<file path="config.mk">
export PLATFORM = sky130hd
export DESIGN_NAME = adxlCtrl
export DESIGN_NICKNAME = d
export VERILOG_FILES = /design/src/common/adxlPkg.sv /design/src/common/spiByteIf.sv /design/src/spi/spiMaster.sv /design/src/logic/cmdHandler.sv /design/src/logic/adxlCtrl.sv
export VERILOG_INCLUDE_DIRS = /design/src /design/src/common
export SDC_FILE = /design/constraint.sdc
export NUM_CORES = 1
export LEC_CHECK = 0
export BUFFER_PORTS_ARGS = -buffer_cell sky130_fd_sc_hd__buf_4
export CORE_UTILIZATION = 42
export DETAILED_ROUTE_END_ITERATION = 12
export GPL_TIMING_DRIVEN = 0
export PLACE_DENSITY = 0.75
export SLEW_MARGIN = 0
export SYNTH_ARGS = -nofsm -noshare
export SYNTH_HDL_FRONTEND = slang
export SYNTH_SLANG_ARGS = --single-unit
</file>
<file path="constraint.sdc">
create_clock -name clk -period 2.2 [get_ports clk]
set_input_delay 0.22 -clock clk [delete_from_list [all_inputs] [get_ports clk]]
set_output_delay 0.22 -clock clk [all_outputs]
set_load 0.05 [all_outputs]
</file>
<file path="src/common/adxl_config.svh">
`ifndef ADXL_CONFIG_SVH
`define ADXL_CONFIG_SVH

// clk cycles per SCLK half-period
`define SCLK_DIV 2

// Settle times in clk cycles
// Scaled down from the datasheet values
`define SETTLE_POWER   200 // Stands in for 40 ms
`define SETTLE_FILTER  50  // Stands in for 5 ms
`define SETTLE_RESET   20  // Stands in for 0.5 ms
`define SETTLE_DEFAULT 4   // Covers CS deassert time

// Settle timer width
`define SETTLE_BITS 16

`endif

</file>
<file path="src/common/adxlPkg.sv">
package adxlPkg;

    // ADXL362 instruction codes
    localparam logic [7:0] INSTR_WRITE = 8'h0A;
    localparam logic [7:0] INSTR_READ  = 8'h0B;

    // Registers that need a longer settle after access
    localparam logic [7:0] REG_SOFT_RESET = 8'h1F;
    localparam logic [7:0] REG_FILTER_CTL = 8'h2C;
    localparam logic [7:0] REG_POWER_CTL  = 8'h2D;

    // One SPI command as sent on the wire
    typedef struct packed {
        logic [7:0] instr; // First byte out
        logic [7:0] addr;
        logic [7:0] data;  // Don't care for reads
    } cmdT;

    // Command FSM
    typedef enum logic [2:0] {
        IDLE     = 3'd0, // Waiting for host
        SHIFT    = 3'd1, // Feeding three bytes
        WAITDONE = 3'd2, // Last byte in flight
        SETTLE   = 3'd3  // Register settle time
    } cmdStateT;

endpackage

</file>
<file path="src/common/spiByteIf.sv">
`timescale 1ns/10ps

interface spiByteIf;
    logic [7:0] txByte;  // Byte to shift out
    logic       txValid;
    logic       txLast;  // Closes the CS frame
    logic       txReady; // High while no byte shifts
    logic [7:0] rxByte;  // Byte shifted in
    logic       rxValid; // One cycle per finished byte

    // Command side
    modport master (
        output txByte, txValid, txLast,
        input  txReady, rxByte, rxValid
    );

    // Serializer side
    modport shifter (
        input  txByte, txValid, txLast,
        output txReady, rxByte, rxValid
    );
endinterface

</file>
<file path="src/spi/spiMaster.sv">
`timescale 1ns/10ps
`include "adxl_config.svh"

module spiMaster (
    input  logic      clk,
    input  logic      reset,
    spiByteIf.shifter bus,
    input  logic      i_spiMiso,
    output logic      o_spiSclk,
    output logic      o_spiMosi,
    output logic      o_spiCsN
);
    localparam int DIV_BITS = $clog2(`SCLK_DIV + 1);
    localparam logic [DIV_BITS-1:0] DIV_LAST = DIV_BITS'(`SCLK_DIV - 1);

    logic                shifting; // Byte in flight
    logic                csTail;   // Holding CS low after the last byte
    logic                lastByte; // Current byte ends the frame
    logic [DIV_BITS-1:0] divCnt;   // Position inside a half-period
    logic [3:0]          halfCnt;  // 16 half-periods per byte
    logic [7:0]          shiftReg; // Tx out at the top, rx in at the bottom
    logic                misoBit;  // Held from rising to falling edge
    logic                accept;
    logic                sclkEdge;
    logic                byteDone;

    assign accept   = bus.txValid && bus.txReady;
    assign sclkEdge = shifting && (divCnt == '0); // First edge one cycle after load
    assign byteDone = shifting && (halfCnt == 4'd15) && (divCnt == DIV_LAST);

    assign bus.txReady = !shifting;
    assign bus.rxByte  = shiftReg; // Complete once the last fall has shifted
    assign o_spiMosi   = shiftReg[7]; // MSB first

    // Sequencing and chip select
    always_ff @(posedge clk or posedge reset) begin
        if (reset) begin
            shifting    <= 1'b0;
            csTail      <= 1'b0;
            lastByte    <= 1'b0;
            divCnt      <= '0;
            halfCnt     <= '0;
            o_spiCsN    <= 1'b1;
            bus.rxValid <= 1'b0;
        end else begin
            bus.rxValid <= byteDone; // Lands 16 half-periods after accept
            if (accept) begin
                shifting <= 1'b1;
                csTail   <= 1'b0; // Next byte of the frame
                lastByte <= bus.txLast;
                divCnt   <= '0;
                halfCnt  <= '0;
                o_spiCsN <= 1'b0; // Falls ahead of first SCLK rise
            end else if (shifting) begin
                if (divCnt == DIV_LAST) begin
                    divCnt  <= '0;
                    halfCnt <= halfCnt + 4'd1; // Wraps to 0 at byte end
                end else begin
                    divCnt <= divCnt + 1'b1;
                end
                if (byteDone) begin
                    shifting <= 1'b0;
                    csTail   <= lastByte; // Start CS hold only at frame end
                end
            end else if (csTail) begin
                // One more half-period before CS rises
                if (divCnt == DIV_LAST) begin
                    csTail   <= 1'b0;
                    o_spiCsN <= 1'b1;
                end else begin
                    divCnt <= divCnt + 1'b1;
                end
            end
        end
    end

    // Mode 0 clock and data
    always_ff @(posedge clk or posedge reset) begin
        if (reset) begin
            o_spiSclk <= 1'b0;
            misoBit   <= 1'b0;
            shiftReg  <= '0;
        end else if (accept) begin
            shiftReg <= bus.txByte; // MSB valid before first rise
        end else if (sclkEdge) begin
            o_spiSclk <= !halfCnt[0]; // Even half-period rises
            if (!halfCnt[0]) begin
                misoBit <= i_spiMiso; // Sample on rise
            end else begin
                shiftReg <= {shiftReg[6:0], misoBit}; // Shift on fall
            end
        end
    end
endmodule

</file>
<file path="src/logic/cmdHandler.sv">
`timescale 1ns/10ps
`include "adxl_config.svh"

module cmdHandler (
    input  logic         clk,
    input  logic         reset,
    input  logic         i_cmdValid,
    input  adxlPkg::cmdT i_cmd,
    output logic         o_cmdReady,
    output logic         o_rdValid,
    output logic [7:0]   o_rdData,
    output logic         o_busy,
    spiByteIf.master     bus,
    input  logic         i_csN
);
    import adxlPkg::*;

    localparam int SETTLE_W = `SETTLE_BITS;

    cmdStateT            state;
    cmdT                 cmdReg;     // Command held for the whole frame
    logic [1:0]          byteIdx;    // Which of the three bytes is offered
    logic [SETTLE_W-1:0] settleCnt;  // Cycles left in SETTLE
    logic [SETTLE_W-1:0] settleLoad; // Count for the latched register
    logic                accept;
    logic                byteSent;
    logic                isRead;
    logic                rdCapture;

    assign accept    = i_cmdValid && o_cmdReady;
    assign byteSent  = bus.txValid && bus.txReady;
    assign isRead    = (cmdReg.instr == INSTR_READ);
    // Only the third byte is still returning in WAITDONE
    assign rdCapture = bus.rxValid && (state == WAITDONE) && isRead;

    // Busy from the last byte until ready returns
    assign o_busy = (state == WAITDONE) || (state == SETTLE);

    // Byte offered to the shifter
    assign bus.txValid = (state == SHIFT);
    assign bus.txLast  = (byteIdx == 2'd2);

    always_comb begin
        case (byteIdx)
            2'd0:    bus.txByte = cmdReg.instr;
            2'd1:    bus.txByte = cmdReg.addr;
            default: bus.txByte = cmdReg.data;
        endcase
    end

    // Settle per register, minus one for the zero-based count
    always_comb begin
        case (cmdReg.addr)
            REG_POWER_CTL:  settleLoad = SETTLE_W'(`SETTLE_POWER - 1);
            REG_FILTER_CTL: settleLoad = SETTLE_W'(`SETTLE_FILTER - 1);
            REG_SOFT_RESET: settleLoad = SETTLE_W'(`SETTLE_RESET - 1);
            default:        settleLoad = SETTLE_W'(`SETTLE_DEFAULT - 1);
        endcase
    end

    // Host fields are taken on the handshake edge
    always_ff @(posedge clk) begin
        if (accept) begin
            cmdReg <= i_cmd;
        end
    end

    always_ff @(posedge clk or posedge reset) begin
        if (reset) begin
            state      <= IDLE;
            byteIdx    <= '0;
            settleCnt  <= '0;
            o_cmdReady <= 1'b0;
        end else begin
            case (state)
                IDLE: begin
                    o_cmdReady <= !accept; // Rises the cycle after reset
                    byteIdx    <= '0;
                    if (accept) begin
                        state <= SHIFT;
                    end
                end
                SHIFT: begin
                    if (byteSent) begin
                        if (byteIdx == 2'd2) begin
                            state <= WAITDONE;
                        end else begin
                            byteIdx <= byteIdx + 2'd1; // Next byte straight away
                        end
                    end
                end
                WAITDONE: begin
                    // Frame over once the shifter lets CS go
                    if (i_csN) begin
                        state     <= SETTLE;
                        settleCnt <= settleLoad;
                    end
                end
                SETTLE: begin
                    if (settleCnt == '0) begin
                        state      <= IDLE;
                        o_cmdReady <= 1'b1; // Ready right after the last settle cycle
                    end else begin
                        settleCnt <= settleCnt - 1'b1;
                    end
                end
                default: state <= IDLE;
            endcase
        end
    end

    // Read result
    always_ff @(posedge clk or posedge reset) begin
        if (reset) begin
            o_rdValid <= 1'b0;
        end else begin
            o_rdValid <= rdCapture; // Single pulse per read
        end
    end

    always_ff @(posedge clk) begin
        if (rdCapture) begin
            o_rdData <= bus.rxByte;
        end
    end
endmodule

</file>
<file path="src/logic/adxlCtrl.sv">
`timescale 1ns/10ps

module adxlCtrl (
    input  logic       clk,
    input  logic       reset,
    input  logic       i_cmdValid,
    input  logic [7:0] i_cmdInstr,
    input  logic [7:0] i_cmdAddr,
    input  logic [7:0] i_cmdData,
    output logic       o_cmdReady,
    output logic       o_busy,
    output logic       o_rdValid,
    output logic [7:0] o_rdData,
    input  logic       i_spiMiso,
    output logic       o_spiSclk,
    output logic       o_spiMosi,
    output logic       o_spiCsN
);
    import adxlPkg::*;

    cmdT cmdIn; // Host fields as one word

    spiByteIf byteBus ();

    assign cmdIn = '{instr: i_cmdInstr, addr: i_cmdAddr, data: i_cmdData};

    cmdHandler cmdHandlerInst (
        .clk        (clk),
        .reset      (reset),
        .i_cmdValid (i_cmdValid),
        .i_cmd      (cmdIn),
        .o_cmdReady (o_cmdReady),
        .o_rdValid  (o_rdValid),
        .o_rdData   (o_rdData),
        .o_busy     (o_busy),
        .bus        (byteBus.master),
        .i_csN      (o_spiCsN)     // Frame end seen by the FSM
    );

    spiMaster spiMasterInst (
        .clk       (clk),
        .reset     (reset),
        .bus       (byteBus.shifter),
        .i_spiMiso (i_spiMiso),
        .o_spiSclk (o_spiSclk),
        .o_spiMosi (o_spiMosi),
        .o_spiCsN  (o_spiCsN)
    );
endmodule

</file>
### Word level (Yosys, flattened, before mapping)

Cells that the tools add are included.

| word-level totals | value |
|---|---|
| memories kept | 0 |
| latch bits | 0 |
| bits of input ports | 28 |
| bits in read-only memories | 0 |
| bits in registers | 76 |
| output and inout bits | 14 |
| word-level logic and storage cells | 119 |
| bits in writable memories | 0 |

| cells by class | value |
|---|---|
| multiplexer cells | 39 |
| equality and inequality tests | 21 |
| reductions and logical operators | 34 |
| magnitude comparators | 0 |
| bitwise logic cells | 2 |
| shift operators | 0 |
| $add $sub $neg | 4 |
| div/mod/pow operators | 0 |
| multiply operators | 0 |

Operators with widths:

| cell | count |
|---|---|
| $mux W16 | 2 |
| $pmux W16 S2 | 1 |
| $mux W8 | 3 |
| $pmux W8 S3 | 1 |
| $eq A8 B6 Y1 const B | 2 |
| $logic_not A16 Y1 | 1 |
| $pmux W8 S2 | 1 |
| $reduce_bool A2 Y1 | 8 |
| $sub A16 B1 Y16 const B | 1 |
| $mux W3 | 5 |
| $mux W2 | 7 |
| $mux W1 | 13 |
| $mux W4 | 3 |
| $pmux W3 S4 | 1 |
| $reduce_and A3 Y1 | 4 |
| $ne A2 B2 Y1 const B | 5 |
| $reduce_and A2 Y1 | 5 |
| $eq A8 B4 Y1 const B | 1 |
| $eq A8 B5 Y1 const B | 1 |
| $logic_and A1 B1 Y1 | 7 |
| $eq A3 B2 Y1 const B | 2 |
| $ne A2 B1 Y1 const B | 3 |
| $reduce_and A5 Y1 | 1 |
| $add A2 B1 Y2 const B | 2 |
| other kinds (15) | 20 |

### Depth between registers and ports, before layout

Gate-level depths: netlist (run 1).

| depth | value |
|---|---|
| depth in word-level cells | 6 |
| mapped depth | 8 |
| mapped depth without buffers | 6 |

### Cells and area by module

From an unflattened synthesis (run 1), not the netlist that was laid out.

| second synthesis, totals | value |
|---|---|
| cells, all modules | 297 |
| area, all modules | 3,622.2 um^2 |

Modules (own cells, without submodules):

| module | area each (um^2) | cells each | times used | sequential area each (um^2) |
|---|---|---|---|---|
| cmdHandler | 2,565.0 | 214 | 1 | 1,511.4 |
| spiMaster | 1,057.3 | 83 | 1 | 526.8 |

### Worst setup path before layout (run 1)

Ideal clock, no wire load.

| path | value |
|---|---|
| path type | register to register |
| start point | reg cmdHandlerInst.cmdReg[22] (netlist bit) |
| end point | reg cmdHandlerInst.o_rdData[0] (enable) |
| buffers on the path | 0 |
| setup slack | -0.240 ns |
| stages on the path, launching flop included | 3 |
| setup time | 0.401 ns |
| required time | 1.799 ns |
| data arrival time | 2.040 ns |
| cell sequence | edfxtp_1 -> or4b_2 -> nor4b_1 |

| between the ends | value |
|---|---|
| cells in the longest elaborated chain, start to end | 2 |

Ends and longest elaborated chain:

| item | line | RTL |
|---|---|---|
| start: declaration | cmdHandler.sv:21 | `cmdT cmdReg;` |
| start signal: assignment | cmdHandler.sv:64 | `cmdReg <= i_cmd;` |
| $eq A8 B4 Y1 | cmdHandler.sv:32 | `assign isRead = (cmdReg.instr == INSTR_READ);` |
| $logic_and A1 B1 Y1 | cmdHandler.sv:34 | `assign rdCapture = bus.rxValid && (state == WAITDONE) && isRead;` |
| net cmdHandlerInst.rdCapture | cmdHandler.sv:28 | `logic rdCapture;` |
| end signal: assignment | cmdHandler.sv:123 | `o_rdData <= bus.rxByte;` |
| end: declaration | cmdHandler.sv:11 | `output logic [7:0] o_rdData,` |

The timed path passes the listed nets, and every way through them passes these cells.
A chain may end at the register's enable or synchronous reset.

### Worst setup path after layout (run 1)

| path | value |
|---|---|
| start point | reg cmdHandlerInst.settleCnt[7] |
| end point | reg cmdHandlerInst.settleCnt[12] |

| between the ends | value |
|---|---|
| cells in the longest elaborated chain, start to end | 3 |
| elaborated cells on any way between the ends | 6 |

Ends and longest elaborated chain:

| item | line | RTL |
|---|---|---|
| start: declaration | cmdHandler.sv:23 | `logic [SETTLE_W-1:0] settleCnt;` |
| start signal: assignment | cmdHandler.sv:96 | `settleCnt <= settleLoad;` |
| start signal: assignment | cmdHandler.sv:104 | `settleCnt <= settleCnt - 1'b1;` |
| $sub A16 B1 Y16 or $logic_not A16 Y1 (tied branches) | cmdHandler.sv:104, cmdHandler.sv:100 |  |
| $mux W16 or $ne A2 B2 Y1 (tied branches) | n/a |  |
| $pmux W16 S2 or $reduce_and A3 Y1 (tied branches) | n/a |  |

Parallel ways exist; a longest one is shown, timed or not. The select of a mux whose other input is x is not followed.

==> results of run 1 <==
state kept, by name, summed over array words and instances, names as in the netlist:
register and cells:
cmdHandlerInst.state 2, cmdHandlerInst.o_rdData 8, spiMasterInst.bus.rxByte 8, spiMasterInst.halfCnt 4, spiMasterInst.misoBit 1, spiMasterInst.o_spiSclk 1
cmdHandlerInst.o_cmdReady 1, spiMasterInst.shifting 1, cmdHandlerInst.cmdReg 24, cmdHandlerInst.byteIdx 2, spiMasterInst.divCnt 2, cmdHandlerInst.settleCnt 16
spiMasterInst.o_spiCsN 1, cmdHandlerInst.o_rdValid 1, spiMasterInst.lastByte 1, spiMasterInst.bus.rxValid 1, spiMasterInst.csTail 1
through the flow:
step	hold WS [ns]	area, sq um	total power, W	utilization, %	setup WS (ns)
after floorplan	0.319	3460	0.00342	-	-0.127
after global placement	0.399	3890	0.00381	49.9	-0.249
after detailed placement	0.271	3910	0.00389	50.1	-0.284
after CTS	0.0329	4320	0.00519	55.3	-0.163
after global routing	0.0261	4410	0.00570	56.5	-0.199
final	0.0455	4410	0.00533	56.5	-0.157
cell type report:
class | instances | area, sq um
fill | 638 | 3400
sequential | 75 | 2040
multi-input combinational | 194 | 1440
timing repair buffer | 64 | 507
tap | 102 | 128
clock buffer | 9 | 124
clock inverter | 7 | 76.3
inverter | 13 | 48.8
buffer | 8 | 41.3
timing repair:
action / 4_1_cts / 5_1_grt
setup buffers: 15 / 6
endpoints found under the setup margin: 21 / 17
pin swaps: 9 / 7
endpoints found under the hold margin: 19 / 0
hold buffers: 1 / 0
gates resized for setup: 21 / 17
worst min path at each step:
stage	endpoint	slack [ns]	cells after the start
after floorplan	cmdHandlerInst.cmdReg[0]	0.32	0
after global placement	cmdHandlerInst.cmdReg[19]	0.40	1
after detailed placement	cmdHandlerInst.settleCnt[9]	0.27	2
after CTS	cmdHandlerInst.cmdReg[5]	0.03	1
after global routing	cmdHandlerInst.cmdReg[5]	0.03	1
final	cmdHandlerInst.cmdReg[5]	0.05	1
power groups by stage:
stage | combinational (W) | clock (W) | sequential, W
after floorplan | 0.00124 | 0 | 0.00218
final | 0.00208 | 0.00105 | 0.00220
after global placement | 0.00164 | 0 | 0.00217
after detailed placement | 0.00169 | 0 | 0.00220
after CTS | 0.00194 | 0.00108 | 0.00218
after global routing | 0.00230 | 0.00114 | 0.00226
routing by layer:
| metal | track usage, % | routed length [um] | up-vias |
|---|---|---|---|
| met5 | 0 | 0 | - |
| met4 | 7.16 | 125 | 0 |
| met3 | 4.27 | 440 | 15 |
| met2 | 27.8 | 3430 | 87 |
| met1 | 25.1 | 3190 | 1264 |
| li1 | - | - | 1255 |
worst max-delay path, cell delays in order, from the launching register on:
cell and delay, ns:
dfrtp_1 0.39, or4_4 0.57, or4_4 0.55, or4_4 0.43
mux2_4 0.30
placed cells by master, fill, tap and decap left out, types with 3 or more instances in the layout:
cell,count
dfrtp_1,40
a211oi_1,9
a22o_1,13
o21ai_0,17
nor2b_1,4
nand3_1,7
inv_1,10
edfxtp_1,32
nor2_1,9
ha_4,3
nand2_1,33
or4_1,3
o21a_1,3
mux2_2,5
buf_6,3
buf_4,59
clkbuf_1,6
ha_1,6
o31ai_1,8
or4_4,10
inv_2,3
nand2b_1,4
clkbuf_8,9
a21oi_1,8
a31oi_1,8
logic make-up after synthesis:
logic type / synth area share [%]
AND/OR/NAND/NOR: 16.4
AO/OA/AOI/OAI: 15.1
flip-flops: 59.3
buffers and inverters: 2.84
multiplexers: 3.17
adder cells (fa/ha/maj): 3.28
==> metrics.txt, run 1 <==
clock tree skew after final layout=0.00951 ns; worst setup path endpoint=cmdHandlerInst.settleCnt[12]; Yosys top cell by area=dfrtp_1; top cells by area, synth=dfrtp_1 31%, edfxtp_1 28%, nand2_1 3.6%; GR Overflow Total=0; worst slew pin tran=0.902 ns; Req. time, crit path=2.43 ns; clk sinks=75; Routed WL=7190 um; crit-path max FO=4; final max-slew violation count=0; top post-synthesis cells by count=42 x dfrtp_1, 33 x nand2_1, 32 x edfxtp_1, 17 x o21ai_0; switch share=36.7%; post-route DRC violation count=0; CTS Buf Count=9; pwr dens=1210 nW/um^2; core footprint=7810 sq um; Mapped Nets=330; Pint=0.00337 W; status=complete, but fails checks; Vias/cell=5.55; Initial Util=44.0%; largest net degree at the start of global routing=26; die area=8550 sq um; mapped cell area=3440 sq um; Ports=42; Clock power frac=19.7%; Crit path arrival time=2.59 ns; R2R cell count=4; Main synth FF type=dfrtp_1; Fin. Hold Viols=0; Reg power frac=41.3%; CP startpoint kind=register; clk buf depth=2; H-tree depth=3; layout cells sized above 1=32.7%; vias=2,621; cells after synthesis=293; Max-Cap Viols=0; yosys warns=0; Total GRT Usage=18.2%; Die Wd=92.5 um; Skew-Pair Late Insertion Delay=0.35 ns; setup ws final=-0.157 ns; Max Freq=424 MHz; violated checks=setup timing; worst r2r dst=cmdHandlerInst.settleCnt[12]; CP endpoint kind=register; sequential share of the synthesized area=59.3%; Setup violations, final=11; initial antenna violation count=0; Site Rows=32; CTS tree=built; worst vdd ir=730 uV; Die Height=92.5 um; ys async rst share=57.3%; RSZ-0062 raised after global routing=yes; most numerous cell in the Yosys netlist=dfrtp_1; Hold WC Path Type=primary input to register; DRT iter0 DRCs=150; Fin Setup TNS=-0.498 ns; area share of the largest cell type after synthesis=30.6%; critical path class=register to register; R2R setup slack=-0.16 ns; start of the worst register-to-register path=cmdHandlerInst.settleCnt[7]; clock-pin slew on the worst setup and hold paths=0.08 ns; IO buf count=41; CTS root buf=clkbuf_8; post-route insts no fill=472; Post-Place Cells=437; nets=402; vias in the first global route=2,534; min Tclk post-route=2.36 ns; Synth Register Bits=75; DP Wirelength=4890 um; Post-synth EDFFs=32; Final ANT Viol Nets=0; Initial DRT Pass Iterations=4; first-pass GRT wire length=12,100 um; Leakage=1.84 nW; routability cong.=0.844; Distinct cells, synth=48; switching pwr=0.00196 W; combinational share of power=39.0%; WL/cell=15.2 um; Max-Slew Margin vs Limit=39.8%; Worst Min Path Start=i_cmdData[5]; fin crit share=107%; Worst Setup SP=cmdHandlerInst.settleCnt[7]; mean post-synth cell area=11.7 sq um; Area Overhead vs Synth=28.2%; ANT cells=0
Note: power is estimated with default switching activity, not from simulation.
==> inputs of run 2 (changes only) <==
--- a/config.mk
+++ b/config.mk
@@ -7,6 +7,8 @@
 export NUM_CORES = 1
 export LEC_CHECK = 0
 export BUFFER_PORTS_ARGS = -buffer_cell sky130_fd_sc_hd__buf_4
+export CAP_MARGIN = 25
+export CORE_ASPECT_RATIO = 1.2
 export CORE_UTILIZATION = 42
 export DETAILED_ROUTE_END_ITERATION = 12
 export GPL_TIMING_DRIVEN = 0
==> run 2 against run 1 <==
- the flow finishes with violations (DRC, setup timing)
- wire length grew 1.6%
- cell count shrank 2.5%
- utilization down 0.44 points
- first-iteration DRC count up 44%
- critical path depth grew 2
- via count about the same
- clock skew is 0.0030 ns higher
- clock power is 8% higher
- hold slack worse by 0.014 ns
- sequential power about the same
- register-to-register slack got worse by 0.03 ns
- non-clock buffer count fell by 2
- critical endpoint is now cmdHandlerInst.settleCnt[15]
==> metrics.txt, run 2 (synthesis results as in run 1) <==
status=complete, but fails checks (unchanged); Initial Util=44.1% (was 44.0%); switching pwr=0.00200 W (was 0.00196 W); worst slew pin tran=0.904 ns (was 0.902 ns); max reg flops=24 (unchanged); Initial DRT Pass Iterations=8 (was 4); Max Freq=418 MHz (was 424 MHz); core footprint=7790 sq um (was 7810 sq um); Die Wd=84.6 um (was 92.5 um); Fin. Hold Viols=0 (unchanged); CP startpoint kind=register (unchanged); first-pass GRT wire length=12,200 um (was 12,100 um); Vias/cell=5.70 (was 5.55); Filler cells=666 (was 638); worst r2r dst=cmdHandlerInst.settleCnt[15] (was cmdHandlerInst.settleCnt[12]); CTS tree=built (unchanged); Worst Hold Slack=0.0316 ns (was 0.0455 ns); combinational share of power=38.0% (was 39.0%); clock tree skew after final layout=0.0125 ns (was 0.00951 ns); Setup violations, final=11 (unchanged); layout cells sized above 1=31.3% (was 32.7%); M3 GR Usage=3.69% (was 4.27%); violated checks=DRC, setup timing (was setup timing); ANT cells=0 (unchanged); fin crit share=109% (was 107%); vias in the first global route=2,617 (was 2,534); switch share=37.5% (was 36.7%); worst vdd ir=478 uV (was 730 uV); clk buf depth=2 (unchanged); die area=8550 sq um (about the same); DP Wirelength=4820 um (was 4890 um); DP Worst Slack=-0.281 ns (was -0.284 ns); clock-pin slew on the worst setup and hold paths=0.09 ns (was 0.08 ns); Skew-Pair Late Insertion Delay=0.36 ns (was 0.35 ns); register area=2040 sq um (about the same); pwr dens=1220 nW/um^2 (was 1210 nW/um^2); CP endpoint kind=register (unchanged); commonest non-fill, non-tap cell in the layout=buf_4 (unchanged); CTS root buf=clkbuf_8 (unchanged); vias=2,620 (was 2,621); Die Height=101 um (was 92.5 um); DRT iter0 DRCs=216 (was 150); R2R cell count=6 (was 4); Site Rows=35 (was 32); CTS Buf Count=9 (unchanged); H-tree depth=3 (unchanged); setup ws final=-0.192 ns (was -0.157 ns); Max-Slew Margin vs Limit=39.7% (was 39.8%); Pint=0.00334 W (was 0.00337 W); Total GRT Usage=18.6% (was 18.2%); initial antenna violation count=0 (unchanged); Area Overhead vs Synth=27.0% (was 28.2%); largest registers=cmdHandlerInst.cmdReg (24), cmdHandlerInst.settleCnt (16) (unchanged); crit-path max FO=7 (was 4); start of the worst register-to-register path=cmdHandlerInst.settleCnt[1] (was cmdHandlerInst.settleCnt[7]); Crit path arrival time=2.64 ns (was 2.59 ns); final max-slew violation count=0 (unchanged); Ports=42 (unchanged); Largest Register=cmdHandlerInst.cmdReg (unchanged); met2 usage=32.1% (was 27.8%); largest net degree at the start of global routing=26 (unchanged); min Tclk post-route=2.39 ns (was 2.36 ns); IO buf count=41 (unchanged); Hold WC Path Type=primary input to register (unchanged); WL/cell=15.9 um (was 15.2 um); most used routing layer=met2 (unchanged); post-route DRC violation count=1 (was 0); Reg power frac=40.9% (was 41.3%); Final ANT Viol Nets=0 (unchanged); Routed WL=7300 um (was 7190 um); R2R setup slack=-0.19 ns (was -0.16 ns); nets=400 (was 402); Clock power frac=21.2% (was 19.7%); Leakage=1.84 nW (about the same); Worst Setup SP=cmdHandlerInst.settleCnt[1] (was cmdHandlerInst.settleCnt[7]); worst setup path endpoint=cmdHandlerInst.settleCnt[15] (was cmdHandlerInst.settleCnt[12]); critical path class=register to register (unchanged); routability cong.=0.795 (was 0.844); RSZ-0062 raised after global routing=yes (unchanged); Req. time, crit path=2.45 ns (was 2.43 ns); GR Overflow Total=0 (unchanged); M1 GR Usage=22.9% (was 25.1%); Max-Cap Viols=0 (unchanged); Multi-input gate area=1420 sq um (was 1440 sq um); clk sinks=75 (unchanged); most frequent cells in the layout=57 x buf_4, 42 x dfrtp_1, 33 x nand2_1, 32 x edfxtp_1, 17 x o21ai_0 (was 59 x buf_4, 40 x dfrtp_1, 33 x nand2_1, 32 x edfxtp_1, 17 x o21ai_0)
[run 2: cell types whose count changed in the layout (fill, tap and decap cells not counted), moves of 2 or more]
| cell | before | now |
|---|---|---|
| inv_8 | 0 | 3 |
| buf_4 | 59 | 57 |
| clkinv_4 | 2 | 0 |
| dfrtp_1 | 40 | 42 |
| dfrtp_2 | 2 | 0 |
| nor3_1 | 1 | 3 |
| nor3_2 | 2 | 0 |
[run 2: worst min-delay path by stage]
stage	startpoint	end	depth (start not counted)
floorplan	i_cmdData[0]	cmdHandlerInst.cmdReg[0]	0
global placement	i_cmdInstr[3]	cmdHandlerInst.cmdReg[19]	1
detailed placement	reset	cmdHandlerInst.o_cmdReady	2
CTS	i_cmdData[5]	cmdHandlerInst.cmdReg[5]	1
global route	i_cmdData[6]	cmdHandlerInst.cmdReg[6]	1
finish	i_cmdData[5]	cmdHandlerInst.cmdReg[5]	1
[run 2: through the flow]
stage / power [W] / cells / utilization [%] / cell area (sq um) / setup TNS, ns
after floorplan: 0.00342 / 293 / - / 3460 / -0.340
after global placement: 0.00380 / 426 / 49.8 / 3880 / -2.16
after detailed placement: 0.00389 / 427 / 50.0 / 3900 / -3.39
after CTS: 0.00526 / 459 / 55.6 / 4330 / -0.643
after global routing: 0.00567 / 460 / 56.0 / 4370 / -1.62
final: 0.00534 / 460 / 56.0 / 4370 / -0.885
[run 2: what timing repair did]
item | 4_1_cts | 5_1_grt
setup endpoints to repair | 21 | 17
pin swaps | 11 | 5
resized for setup | 22 | 7
hold endpoints to repair | 19 | 0
hold buffers | 1 | 0
buffers inserted | 18 | 1
[run 2: layout make-up]
class / instances / area share (%)
plain buffers: 8 / 0.917
clock buffers: 9 / 2.84
clock inverters: 7 / 2.03
inverters: 13 / 1.12
multi-input cells: 194 / 32.5
flip-flops and latches: 75 / 46.7
well taps: 92 / 2.64
repair buffers: 62 / 11.3
[run 2: layer usage]
layer	vias to the layer above	share of wire (%)
li1	1252	-
met1	1261	42
met2	90	50
met3	17	5.7
met4	0	2.0
met5	-	0
[run 2: power by group through the flow]
stage / clock network (W) / logic [W] / registers [W]
floorplan: 0 / 0.00124 / 0.00218
global placement: 0 / 0.00163 / 0.00217
detailed placement: 0 / 0.00169 / 0.00219
CTS: 0.00115 / 0.00194 / 0.00217
global route: 0.00121 / 0.00223 / 0.00223
finish: 0.00113 / 0.00203 / 0.00218
[run 2: critical path: stages, from the launching register on]
cell and delay (ns):
dfrtp_1 0.40, inv_2 0.09, ha_4 0.14, or4bb_4 0.54, nor3_1 0.57, or4_4 0.25, mux2_4 0.29
==> inputs of run 3 (changes only) <==
--- a/config.mk
+++ b/config.mk
@@ -9,6 +9,7 @@
 export BUFFER_PORTS_ARGS = -buffer_cell sky130_fd_sc_hd__buf_4
 export CAP_MARGIN = 25
 export CORE_ASPECT_RATIO = 1.2
+export CORE_MARGIN = 2
 export CORE_UTILIZATION = 42
 export DETAILED_ROUTE_END_ITERATION = 12
 export GPL_TIMING_DRIVEN = 0
==> run 3 against run 2 <==
- the flow finishes with violations (setup timing)
- total power decreased by 0.16%
- clock skew decreased by 0.0024 ns
- wire length increased by 0.14%
- critical path depth decreased by 2
- via count decreased by 0.76%
- utilization decreased by 0.90 points
- maximum frequency increased by 1.8%
- sequential share of layout area decreased by 0.53 points
- first-iteration DRC count increased by 9.3%
- sequential power about the same
==> metrics.txt, run 3 (synthesis results as in run 1) <==
critical path class=register to register (unchanged); Fin Setup TNS=-0.506 ns (was -0.885 ns); setup ws final=-0.149 ns (was -0.192 ns); ANT cells=0 (unchanged); crit path cell chain=or4_4 > or4_4 > or4_4 > mux2_4 (was inv_2 > ha_4 > or4bb_4 > nor3_1 > or4_4 > mux2_4); WP buf/inv=0 (was 1); WL/cell=15.7 um (was 15.9 um); min Tclk post-route=2.35 ns (was 2.39 ns); worst slew pin tran=0.899 ns (was 0.904 ns); DRT iter0 DRCs=236 (was 216); GR Overflow Total=0 (unchanged); worst vdd ir=643 uV (was 478 uV); initial antenna violation count=0 (unchanged); clock-pin slew on the worst setup and hold paths=0.08 ns (was 0.09 ns); Skew-Pair Late Insertion Delay=0.35 ns (was 0.36 ns); vias=2,600 (was 2,620); Pint=0.00338 W (was 0.00334 W); routability cong.=0.788 (was 0.795); Req. time, crit path=2.44 ns (was 2.45 ns); Reg power frac=41.1% (was 40.9%); first-pass GRT wire length=12,200 um (about the same); Critical Path Most Common Cell=or4_4; slowest CP cell=or4_4 (was nor3_1); Die Height=103 um (was 101 um); status=complete, but fails checks (unchanged); Initial DRT Pass Iterations=5 (was 8); critical path's top delay family=simple AND/OR/NAND/NOR gates (unchanged); Area Overhead vs Synth=28.5% (was 27.0%); Filler cells=656 (was 666); final max-slew violation count=0 (unchanged); CTS Buf Count=9 (unchanged); Final ANT Viol Nets=0 (unchanged); CTS root buf=clkbuf_8 (unchanged); post-route design area=4420 sq um (was 4370 sq um); IO buf count=41 (unchanged); Max-Cap Viols=0 (unchanged); max reg flops=24 (unchanged); Initial Util=42.9% (was 44.1%); layout cells sized above 1=33.6% (was 31.3%); Fin. Hold Viols=0 (unchanged); switching pwr=0.00196 W (was 0.00200 W); commonest non-fill, non-tap cell in the layout=buf_4 (unchanged); CP endpoint kind=register (unchanged); DP Area=3900 sq um (about the same); Clock power frac=19.8% (was 21.2%); Max-Slew Margin vs Limit=40.0% (was 39.7%); RSZ-0062 raised after global routing=yes (unchanged); CP max stage delay=0.56 ns (was 0.57 ns); Max Freq=426 MHz (was 418 MHz); DP Wirelength=4820 um (about the same); Leakage=1.85 nW (was 1.84 nW); nets=404 (was 400); crit-path max FO=6 (was 7); vias in the first global route=2,593 (was 2,617); die area=8930 sq um (was 8550 sq um); Vias/cell=5.57 (was 5.70); post-route DRC violation count=0 (was 1); fin crit share=107% (was 109%); largest registers=cmdHandlerInst.cmdReg (24), cmdHandlerInst.settleCnt (16) (unchanged); pwr dens=1210 nW/um^2 (was 1220 nW/um^2); Largest Register=cmdHandlerInst.cmdReg (unchanged); Hold WC Path Type=primary input to register (unchanged); clock tree skew after final layout=0.0100 ns (was 0.0125 ns); violated checks=setup timing (was DRC, setup timing); CTS tree=built (unchanged); Setup violations, final=6 (was 11); clk buf depth=2 (unchanged); Site Rows=36 (was 35); CP startpoint kind=register (unchanged); largest net degree at the start of global routing=40 (was 26); switch share=36.7% (was 37.5%); Ports=42 (unchanged); most frequent cells in the layout=59 x buf_4, 41 x dfrtp_1, 33 x nand2_1, 32 x edfxtp_1, 17 x o21ai_0 (was 57 x buf_4, 42 x dfrtp_1, 33 x nand2_1, 32 x edfxtp_1, 17 x o21ai_0); core footprint=8020 sq um (was 7790 sq um); Die Wd=86.6 um (was 84.6 um); Crit path arrival time=2.59 ns (was 2.64 ns); Total GRT Usage=17.6% (was 18.6%); combinational share of power=39.1% (was 38.0%); clk sinks=75 (unchanged); H-tree depth=3 (unchanged); Routed WL=7310 um (was 7300 um)
[run 3: timing repair]
item                                   4_1_cts  5_1_grt
setup endpoints to repair                   22       17
gates resized for setup                     30       10
setup buffers                               18        6
hold buffers                                 1        0
pin swaps                                   12        7
endpoints found under the hold margin       40        0
[run 3: metrics by stage]
| stage | cells | power, W | utilization (%) | hold WS [ns] | setup WS [ns] |
|---|---|---|---|---|---|
| floorplan | 293 | 0.00342 | - | 0.319 | -0.127 |
| global placement | 429 | 0.00381 | 48.4 | 0.398 | -0.257 |
| detailed placement | 430 | 0.00388 | 48.7 | 0.119 | -0.325 |
| CTS | 463 | 0.00522 | 54.5 | 0.0333 | -0.152 |
| global route | 467 | 0.00571 | 55.1 | 0.0247 | -0.184 |
| finish | 467 | 0.00534 | 55.1 | 0.0468 | -0.149 |
[run 3: cell type report]
cell class	instances	area, sq um	share of cell area (%)
buffer	7	26.3	0.595
clock buffer	9	124	2.80
clock inverter	7	75.1	1.70
inverter	13	48.8	1.10
multi-input combinational	194	1450	32.7
sequential	75	2040	46.1
tap	95	119	2.69
timing repair buffer	67	541	12.2
[run 3: path summary, 6_finish.rpt]
path                                                   from                      endpoint  slack [ns]  cells past startpoint
worst max-delay path            cmdHandlerInst.settleCnt[7]  cmdHandlerInst.settleCnt[12]       -0.15                      4
worst min-delay path                           i_cmdData[2]      cmdHandlerInst.cmdReg[2]        0.05                      1
worst max register to register  cmdHandlerInst.settleCnt[7]  cmdHandlerInst.settleCnt[12]       -0.15                      4
worst min register to register  spiMasterInst.bus.rxByte[5]    cmdHandlerInst.o_rdData[5]        0.48                      0
max in group asynchronous                             reset        spiMasterInst.o_spiCsN        1.41                      4
min in group asynchronous                             reset      spiMasterInst.halfCnt[3]        0.31                      3
[run 3: power groups by stage]
stage	Combinational (W)	Sequential [W]	Clock (W)
finish	0.00209	0.00219	0.00106
global route	0.00231	0.00225	0.00116
CTS	0.00197	0.00217	0.00107
detailed placement	0.00168	0.00220	0
global placement	0.00164	0.00217	0
floorplan	0.00124	0.00218	0
[run 3: metal layers]
layer / GRT usage (%) / vias to the layer above / part of all wire (%)
met4: 6.85 / 0 / 1.9
met3: 3.76 / 13 / 3.3
met2: 28.7 / 69 / 51
li1: - / 1256 / -
met1: 23.0 / 1262 / 44
met5: 0 / - / 0
